$ cat config.mk
export PLATFORM = sky130hd
export DESIGN_NAME = uart_link
export DESIGN_NICKNAME = d
export VERILOG_FILES = /design/src/hdl/uart_pkg.sv /design/src/hdl/uart_tx.sv /design/src/hdl/uart_rx.sv /design/src/hdl/uart_link.sv
export VERILOG_INCLUDE_DIRS = /design/src /design/src/hdl
export SDC_FILE = /design/constraint.sdc
export NUM_CORES = 1
export LEC_CHECK = 0
export BUFFER_PORTS_ARGS = -buffer_cell sky130_fd_sc_hd__buf_2
export CORE_MARGIN = 4
export CORE_UTILIZATION = 50
export DETAILED_ROUTE_END_ITERATION = 6
export GPL_ROUTABILITY_DRIVEN = 0
export PLACE_DENSITY = 0.73
export SLEW_MARGIN = 15
export SYNTH_ARGS = -nofsm -noshare
export SYNTH_HDL_FRONTEND = slang
export SYNTH_SLANG_ARGS = --single-unit
$ cat constraint.sdc
create_clock -name baud_clk -period 1.57 [get_ports baud_clk]
set_input_delay 0.2355 -clock baud_clk [delete_from_list [all_inputs] [get_ports baud_clk]]
set_output_delay 0.2355 -clock baud_clk [all_outputs]
set_load 0.1 [all_outputs]
$ cat src/hdl/uart_params.svh
// Frame geometry and parity default for the UART link, included by the RTL and the testbench
`ifndef UART_PARAMS_SVH
`define UART_PARAMS_SVH

// Data bits per frame, sent LSB first
`define UART_DATA_BITS 8

// Line bits per frame
// start + data + parity + stop
`define UART_FRAME_BITS 11

// Parity mode used when the top level is not overridden
// 0 selects even parity, 1 selects odd parity
`define UART_PARITY_ODD_DEFAULT 1'b0

// Level of an idle line, also the stop bit level
`define UART_IDLE_LEVEL 1'b1

// Level of the start bit
`define UART_START_LEVEL 1'b0

`endif

$ cat src/hdl/uart_pkg.sv
// Shared UART types for the transmitter, the receiver, the top level and the testbench
`include "uart_params.svh"

package uart_pkg;

    // One payload byte on the serial line
    typedef logic [`UART_DATA_BITS-1:0] uart_byte_t;

    // Position within a frame, wide enough for all 11 line bits
    typedef logic [3:0] bit_index_t;

    // Transmitter FSM
    typedef enum logic
    {
        TX_IDLE,                                // Line held at stop level
        TX_SEND                                 // Frame bits going out
    } tx_state_t;

    // Receiver FSM
    typedef enum logic [1:0]
    {
        RX_IDLE,                                // Waiting for a start bit
        RX_DATA,                                // Shifting in data bits
        RX_PARITY,                              // Sampling parity bit
        RX_STOP                                 // Sampling stop bit
    } rx_state_t;

    // Outcome of one received frame, 10 bits
    typedef struct packed
    {
        uart_byte_t data;                       // Recovered byte
        logic       parity_error;               // Parity bit broke the rule
        logic       frame_error;                // Stop bit seen as 0
    } uart_rx_result_t;

endpackage

$ cat src/hdl/uart_tx.sv
// UART transmitter, one line bit per baud_clk, pulse start_tx while tx_busy is low to send a byte
`timescale 1ns/1ps
`include "uart_params.svh"

module uart_tx
    import uart_pkg::*;
#(
    parameter bit PARITY_ODD = `UART_PARITY_ODD_DEFAULT   // 0 even, 1 odd
)
(
    input  logic       baud_clk,
    input  logic       reset,
    input  uart_byte_t tx_data,                 // Byte to send, sampled on acceptance
    input  logic       start_tx,                // Send request, ignored while busy
    output logic       tx,                      // Serial line out
    output logic       tx_busy                  // High for the ten cycles after acceptance
);

    localparam bit_index_t LAST_BIT = bit_index_t'(`UART_FRAME_BITS - 1);

    tx_state_t                   state;         // Transmit FSM
    bit_index_t                  bit_index;     // Next frame bit to drive
    logic [`UART_FRAME_BITS-1:0] frame;         // Stop, parity, data, start
    logic                        parity_bit;    // Parity of the byte being captured
    logic                        accept;        // Request taken this edge

    // Parity follows the byte latched at the accepting edge, so later
    // changes on tx_data never reach the frame
    assign parity_bit = (^tx_data) ^ PARITY_ODD;

    assign accept  = start_tx && (state == TX_IDLE);
    assign tx_busy = (state == TX_SEND);        // Straight from a flop, no decode glitch

    // Frame capture, payload only
    always_ff @(posedge baud_clk)
    begin
        if (accept)
        begin
            frame <= {`UART_IDLE_LEVEL, parity_bit, tx_data, `UART_START_LEVEL};
        end
    end

    // Line driver and bit sequencing
    always_ff @(posedge baud_clk or posedge reset)
    begin
        if (reset)
        begin
            state     <= TX_IDLE;
            bit_index <= '0;
            tx        <= `UART_IDLE_LEVEL;      // Idle line is high
        end
        else
        begin
            case (state)
                TX_IDLE:
                begin
                    if (accept)
                    begin
                        tx        <= `UART_START_LEVEL;   // Start bit goes out now
                        bit_index <= bit_index_t'(1);     // Bit 0 of frame is start
                        state     <= TX_SEND;
                    end
                end
                TX_SEND:
                begin
                    tx <= frame[bit_index];               // Data, parity, then stop
                    if (bit_index == LAST_BIT)
                    begin
                        bit_index <= '0;
                        state     <= TX_IDLE;             // Busy drops with the stop bit
                    end
                    else
                    begin
                        bit_index <= bit_index + bit_index_t'(1);
                    end
                end
                default:
                begin
                    state <= TX_IDLE;
                end
            endcase
        end
    end

endmodule

$ cat src/hdl/uart_rx.sv
// UART receiver, samples rx once per baud_clk and pulses rx_valid with the frame result
`timescale 1ns/1ps
`include "uart_params.svh"

module uart_rx
    import uart_pkg::*;
#(
    parameter bit PARITY_ODD = `UART_PARITY_ODD_DEFAULT   // 0 even, 1 odd
)
(
    input  logic            baud_clk,
    input  logic            reset,
    input  logic            rx,                 // Serial line in, asynchronous
    output logic            rx_valid,           // One-cycle pulse per frame
    output uart_rx_result_t rx_result           // Held until the next frame ends
);

    localparam bit_index_t LAST_DATA = bit_index_t'(`UART_DATA_BITS - 1);

    rx_state_t  state;                          // Receive FSM
    bit_index_t bit_index;                      // Data bit being sampled
    logic       rx_meta;                        // Synchronizer first stage
    logic       rx_sync;                        // Synchronized line
    logic       parity_acc;                     // XOR of data and parity bits so far
    uart_byte_t shift_data;                     // Data bits, LSB arrives first

    // Two-flop synchronizer, presets to idle so reset does not look like a start bit
    always_ff @(posedge baud_clk or posedge reset)
    begin
        if (reset)
        begin
            rx_meta <= `UART_IDLE_LEVEL;
            rx_sync <= `UART_IDLE_LEVEL;
        end
        else
        begin
            rx_meta <= rx;
            rx_sync <= rx_meta;
        end
    end

    // Data shifter, payload only
    always_ff @(posedge baud_clk)
    begin
        if (state == RX_DATA)
        begin
            shift_data <= {rx_sync, shift_data[`UART_DATA_BITS-1:1]};   // Shift toward LSB
        end
    end

    // Frame FSM and result register
    always_ff @(posedge baud_clk or posedge reset)
    begin
        if (reset)
        begin
            state      <= RX_IDLE;
            bit_index  <= '0;
            parity_acc <= 1'b0;
            rx_valid   <= 1'b0;
            rx_result  <= '0;
        end
        else
        begin
            rx_valid <= 1'b0;                   // Pulse lasts one cycle
            case (state)
                RX_IDLE:
                begin
                    if (rx_sync == `UART_START_LEVEL)
                    begin
                        bit_index  <= '0;
                        parity_acc <= 1'b0;
                        state      <= RX_DATA;
                    end
                end
                RX_DATA:
                begin
                    parity_acc <= parity_acc ^ rx_sync;
                    if (bit_index == LAST_DATA)
                    begin
                        state <= RX_PARITY;
                    end
                    else
                    begin
                        bit_index <= bit_index + bit_index_t'(1);
                    end
                end
                RX_PARITY:
                begin
                    // Folding the parity bit in leaves the mode value when the frame is clean
                    parity_acc <= parity_acc ^ rx_sync;
                    state      <= RX_STOP;
                end
                RX_STOP:
                begin
                    rx_valid               <= 1'b1;
                    rx_result.data         <= shift_data;
                    rx_result.parity_error <= parity_acc ^ PARITY_ODD;
                    rx_result.frame_error  <= (rx_sync != `UART_IDLE_LEVEL);   // Stop must be 1
                    state                  <= RX_IDLE;   // Next start bit caught next cycle
                end
                default:
                begin
                    state <= RX_IDLE;
                end
            endcase
        end
    end

endmodule

$ cat src/hdl/uart_link.sv
// UART link top level with independent transmit and receive paths sharing baud_clk and parity mode
`timescale 1ns/1ps
`include "uart_params.svh"

module uart_link
    import uart_pkg::*;
#(
    parameter bit PARITY_ODD = `UART_PARITY_ODD_DEFAULT   // Applied to both directions
)
(
    input  logic            baud_clk,           // One line bit per cycle
    input  logic            reset,              // Async, active high
    input  uart_byte_t      tx_data,            // Byte to send
    input  logic            start_tx,           // Send strobe
    output logic            tx,                 // Serial out
    output logic            tx_busy,            // Transmit in progress
    input  logic            rx,                 // Serial in
    output logic            rx_valid,           // Result strobe
    output uart_rx_result_t rx_result           // Received byte and error flags
);

    // Transmit path
    uart_tx
    #(
        .PARITY_ODD (PARITY_ODD)
    )
    u_tx
    (
        .baud_clk   (baud_clk),
        .reset      (reset),
        .tx_data    (tx_data),
        .start_tx   (start_tx),
        .tx         (tx),
        .tx_busy    (tx_busy)
    );

    // Receive path, no back-pressure toward the line
    uart_rx
    #(
        .PARITY_ODD (PARITY_ODD)
    )
    u_rx
    (
        .baud_clk   (baud_clk),
        .reset      (reset),
        .rx         (rx),
        .rx_valid   (rx_valid),
        .rx_result  (rx_result)
    );

endmodule

==> results of run 1 <==
worst paths after layout:
kind | endpoint | slack, ps
max | u_rx.state[1] | 30
min | u_rx.rx_meta | 20
max reg2reg | u_rx.state[1] | 30
min reg2reg | u_rx.rx_sync | 360
max in group asynchronous | u_tx.tx | 750
min in group asynchronous | u_rx.bit_index[0] | 520
synthesized netlist by cell type:
| master | count | area share, % |
|---|---|---|
| buf_4 | 2 | 0.78 |
| and2b_1 | 1 | 0.39 |
| o21ai_0 | 12 | 3.1 |
| nand3b_1 | 4 | 1.6 |
| a21oi_1 | 6 | 1.6 |
| nand4b_1 | 1 | 0.46 |
| a211oi_1 | 2 | 0.78 |
| xnor2_1 | 6 | 2.7 |
| and3_1 | 1 | 0.33 |
| and4b_1 | 1 | 0.52 |
| inv_1 | 6 | 1.2 |
| mux2_2 | 9 | 5.3 |
| dfrtp_1 | 23 | 30 |
| o22ai_1 | 1 | 0.33 |
| nor2_1 | 8 | 1.6 |
| ha_1 | 8 | 5.2 |
| nand2_2 | 1 | 0.33 |
| o21a_4 | 1 | 0.78 |
| nand4_1 | 1 | 0.33 |
| o211a_1 | 1 | 0.52 |
| nand2b_1 | 4 | 1.3 |
| dfstp_2 | 3 | 4.1 |
| xor2_1 | 1 | 0.46 |
| buf_2 | 3 | 0.78 |
| a21oi_4 | 1 | 0.85 |
| edfxtp_1 | 17 | 27 |
| a31oi_1 | 1 | 0.33 |
| nand3_1 | 5 | 1.3 |
| nand2_1 | 6 | 1.2 |
| mux2_1 | 1 | 0.59 |
| o211ai_1 | 1 | 0.39 |
| nor2b_1 | 3 | 0.98 |
| mux2i_1 | 6 | 3.1 |
kinds of logic after synthesis:
logic type / after synthesis
DFF: 43
and+or+nand+nor: 36
AOI/OAI and AO/OA: 26
muxes: 16
buffers and inverters: 11
adders and majority gates: 8
xor gates and xnor gates: 7
per-layer routing:
layer	global-route usage, %	wire length [um]	part of all wire, %	up-vias
met3	4.748	178	5.6	7
met5	0	0	0	-
met4	7.234	80	2.5	0
li1	-	-	-	583
met2	24.24	1551	49	38
met1	16.85	1382	43	570
state kept, by name, summed over array words and instances (netlist names):
register	count
u_rx.rx_valid	1
u_rx.rx_result	10
u_rx.state	2
u_tx.tx_busy	1
u_rx.parity_acc	1
u_tx.tx	1
u_rx.shift_data	8
u_rx.rx_meta	1
u_tx.bit_index	4
u_tx.frame	9
u_rx.bit_index	4
u_rx.rx_sync	1
final cells by class:
class,count,area share [%]
clock buffer,6,3.646
clock inverter,2,1.713
inverter,6,0.9945
multi-input combinational,93,32.10
sequential,43,51.49
tap,48,2.652
timing repair buffer,30,7.403
per-stage QoR:
stage | cells | util (%)
final | 228 | 61.40
after global routing | 228 | 61.40
after CTS | 227 | 60.45
after detailed placement | 218 | 56.89
after global placement | 218 | 56.89
after floorplan | 147 | -
worst max-delay path: cells and delay by family, from the launching register on:
kind,cells,cell delay [ps]
fa+ha+maj,1,230
mux,1,360
compound gates,2,360
simple gates,1,80
flops,1,380
repair_timing:
item / in CTS / in global routing
gates resized for setup: 0 / 6
hold endpoints to repair: 23 / 0
hold buffers: 1 / 0
buffers inserted: 0 / 1
setup endpoints to repair: 0 / 4
==> metrics.md, run 1 <==
| Metric | Value |
|---|---|
| DIE WIDTH | `69.88 um` |
| Pre-CTS WS | `8.629 ps` |
| R2R depth | `5` |
| Setup slack after layout | `29.79 ps` |
| Die extent in y | `69.88 um` |
| Count of buffers from port buffering | `24` |
| Area growth, synth to finish | `18.30%` |
| Area occupied by multi-input gates | `726.9 um2` |
| Setup-failing EPs final | `0` |
| Slew margin rel. | `68.43%` |
| Reg2reg start | `u_rx.bit_index[1]` |
| Vias per inst | `5.254` |
| Commonest non-fill, non-tap cell in the layout | `buf_2` |
| Mux contribution to synthesized area | `9.020%` |
| Clock slew at reported path FFs | `90 ps` |
| Critical path, cell by cell | `ha_2, nand2_2, o21a_4, a21oi_4, mux2_1` |
| Hold slack final | `21.79 ps` |
| Highest-count cells in the layout ignoring fill and taps | `buf_2, dfrtp_1, edfxtp_1, o21ai_0, mux2_2` |
| CP endpoint kind | `flop` |
| Layout cells sized above 1 | `32.22%` |
| Row count | `22` |
| Routed WL | `3192 um` |
| Fillers | `311` |
| Netlist cell types | `33` |
| Area post-placement | `2098 um2` |
| CP startpoint | `u_rx.bit_index[1]` |
| RSZ-0062 raised after global routing | `false` |
| CP max stage delay | `380 ps` |
| Global-route wire length before repair | `5561 um` |
| Maximum buffer depth of the clock tree | `2` |
| Worst EP required | `1750 ps` |
| Remaining Overflow, GRT | `0` |
| Dpl hpwl | `2149 um` |
| Post-Syn Area | `1914 um2` |
| Min cycle time layout | `1540 ps` |
| Largest net degree at the start of global routing | `27` |
| Average cell area after synthesis | `13.02 um2` |
| Htree depth | `2` |
| Sink Count | `43` |
| Mapped Nets | `167` |
| Largest family of logic cells by synthesized area | `simple AND/OR/NAND/NOR gates` |
| Synth Area in XOR/XNOR | `3.203%` |
| Antenna Diode Count | `0` |
| Critical path type | `flop to flop` |
| GRT Resource Usage Total | `14.59%` |
| Initial drt markers | `64` |
| Design area | `2265 um2` |
| DR vias | `1198` |
| Crit-path slowest cell | `dfrtp_1` |
| Final hold violation count | `0` |
| FF+latch count, synth | `43` |
| Synth Area in Compound Gates | `8.693%` |
| Post-Synth Adder-Cell Area | `5.229%` |
| Worst skew pair latency | `300 ps` |
| CTS Buf Count | `5` |
| Final #Nets | `199` |
| Fin crit share | `98.10%` |
| Core area | `3689 um2` |
| DRT Pass-1 Iters | `4` |
| Crit path arrival time | `1720 ps` |
| Final antenna-violating net count | `0` |
| Vias in the first global route | `1212` |
| Worst setup SP type | `flop` |
| Synth Area in Simple Gates | `10.26%` |
| Crit path max fanout | `3` |
| Wire per inst | `14.00 um` |
| Antenna violations before repair | `0` |
| Hold Path Origin | `rx` |
| Synth warn | `0` |
| Mapped Cells | `147` |
| Max Cap Violations | `0` |
| Register area share after synthesis | `60.85%` |
| DRC viols | `0` |
| Min-Delay Path Class | `input port to flop` |
| Initial Util | `51.90%` |
| Fin Setup TNS | `0 ps` |
| CTS tree | `yes` |
| Worst Hold Depth | `1` |
| IO Pins | `25` |
| Tightest Pin Transition | `471.4 ps` |
| Die Area | `4883 um2` |
| Register area | `1166 um2` |
| Status | `completed` |
| Skew final | `7.697 ps` |
| Clk root buf | `clkbuf_8` |
| Final count of pins violating max slew | `0` |
| Peak Freq | `649.3 MHz` |
Power of run 1 is not shown: default switching activity piles up to over one toggle a cycle in this logic, so the estimate is an artifact.
==> run 2: changes to the inputs <==
CORE_UTILIZATION = 34   (was 50)
PLACE_DENSITY = unset   (was 0.73)
==> metrics.md, run 2 (synthesized netlist as in run 1, its figures left out) <==
| Metric | Value |
|---|---|
| Worst setup SP type | `flop` |
| Max FFs per register | `10 (unchanged)` |
| # hold bufs at CTS | `0 (-1)` |
| GRT Resource Usage Total | `9.807% (-4.8 points)` |
| Maximum buffer depth of the clock tree | `2 (unchanged)` |
| CP max stage delay | `540 ps (+160 ps)` |
| Final count of pins violating max slew | `0 (unchanged)` |
| CP endpoint kind | `primary output` |
| CP Depth | `1 (-4)` |
| Final hold violation count | `15 (+15)` |
| Max Cap Violations | `0 (unchanged)` |
| Count of buffers from port buffering | `24 (unchanged)` |
| Hold slack final | `-4.994 ps (-26.78 ps)` |
| Worst R2R Setup Slack | `100 ps (+70 ps)` |
| Peak Freq | `675.3 MHz (+4.0%)` |
| Min-Delay Path Class | `input port to async pin` |
| Routed WL | `3007 um (-5.8%)` |
| Failing checks | `hold timing` |
| Area growth, synth to finish | `17.52%` |
| Slew margin rel. | `67.33% (-1.1 points)` |
| Clock slew at reported path FFs | `80 ps (about the same)` |
| Setup slack after layout | `89.20 ps (+59.40 ps)` |
| Post-cts resize count | `0 (unchanged)` |
| Row count | `27 (+23%)` |
| Post-CTS setup buffer count | `0 (unchanged)` |
| CP bufs+invs | `1 (+1)` |
| RR Endpoint | `u_rx.state[1]` |
| Status | `finished, violations left` |
| Antenna Diode Count | `0 (unchanged)` |
| Highest-count cells in the layout ignoring fill and taps | `buf_2, dfrtp_1, edfxtp_1, o21ai_0, mux2_2` |
| IO Pins | `25 (unchanged)` |
| Clk root buf | `clkbuf_8` |
| Crit path max fanout | `2 (-1)` |
| Fin Setup TNS | `0 ps (unchanged)` |
| Layout cells sized above 1 | `31.49% (-0.73 points)` |
| Largest net degree at the start of global routing | `27 (unchanged)` |
| Core area | `5473 um2 (+48%)` |
| Global-route wire length before repair | `5299 um (-4.7%)` |
| DIE WIDTH | `83.04 um (+19%)` |
| CP startpoint | `u_tx.tx` |
| CTS Buf Count | `5 (unchanged)` |
| Worst skew pair latency | `290 ps (about the same)` |
| Setup-failing EPs final | `0 (unchanged)` |
| Die extent in y | `83.04 um (+19%)` |
| Final antenna-violating net count | `0 (unchanged)` |
| Top reg by flops | `u_rx.rx_result` |
| Reg2reg start | `u_rx.bit_index[1]` |
| Htree depth | `2 (unchanged)` |
| Critical path, cell by cell | `buf_2` |
| Worst EP required | `1330 ps (-420 ps)` |
| Wire per inst | `11.89 um (-15%)` |
| Commonest non-fill, non-tap cell in the layout | `buf_2` |
| Final #Nets | `200 (+0.50%)` |
| Core Util, Final | `41.11% (-20 points)` |
| Remaining Overflow, GRT | `0 (unchanged)` |
| Skew final | `8.138 ps (+0.4410 ps)` |
| Dpl hpwl | `2202 um (+2.4%)` |
| Critical path type | `flop to primary output` |
| Initial drt markers | `33 (-48%)` |
| DRT Pass-1 Iters | `4 (unchanged)` |
| R2R depth | `5 (unchanged)` |
| Crit-path slowest cell | `dfstp_2` |
| DR vias | `1182 (-1.3%)` |
| Vias in the first global route | `1146 (-5.4%)` |
| Vias per inst | `4.672 (-11%)` |
| Die Area | `6895 um2 (+41%)` |
| CP delay by family, top | `flip-flops` |
| Biggest regs | `u_rx.rx_result (10), u_tx.frame (9), u_rx.shift_data (8)` |
| Min cycle time layout | `1481 ps (-59.40 ps)` |
| Initial Util | `34.98% (-17 points)` |
| Crit path arrival time | `1250 ps (-470 ps)` |
| Tightest Pin Transition | `487.8 ps (+16.48 ps)` |
| DRC viols | `0 (unchanged)` |
| Fin crit share | `94.32% (-3.8 points)` |
| CTS tree | `yes` |
| Sink Count | `43 (unchanged)` |
| Pre-CTS WS | `95.98 ps (+87.35 ps)` |
| Antenna violations before repair | `0 (unchanged)` |
| Worst Setup EP | `tx` |
| RSZ-0062 raised after global routing | `false` |
run 2: worst min-delay path by stage:
stage                     startpoint                 to  slack [ps]  cells past startpoint
after CTS                      reset  u_rx.rx_result[5]           4                      3
after detailed placement       reset  u_rx.rx_result[5]         330                      3
after global placement         reset  u_rx.rx_result[6]         310                      3
final                          reset  u_rx.rx_result[5]          -5                      3
after floorplan                   rx       u_rx.rx_meta         240                      0
after global routing           reset  u_rx.rx_result[8]          20                      3
run 2: per-stage QoR:
step,instance area (um2),hold slack [ps],std cells
final,2250,-4.994,253
after global routing,2250,23.05,253
after CTS,2245,3.941,253
after detailed placement,2151,329.4,245
after global placement,2151,314.0,245
after floorplan,1918,240.0,147
run 2: final cells by class:
class                      instances  area, um2
inverter                           6      22.52
tap                               72      90.09
multi-input combinational         93      704.4
sequential                        43       1166
clock inverter                     2      11.26
timing repair buffer              31      172.7
fill                             547       3223
clock buffer                       6      82.58
run 2: worst min-delay path, stage by stage:
cell	delay, ps
buf_2	100
inv_1	40
buf_4	310
run 2: routing by layer:
metal,GRT usage [%],wire length [um],share of wire [%]
met5,0,0,0
met4,5.349,66,2.2
met3,4.167,190,6.3
met2,13.85,1255,42
met1,12.60,1494,50
Power of run 2 is left out for the same reason.
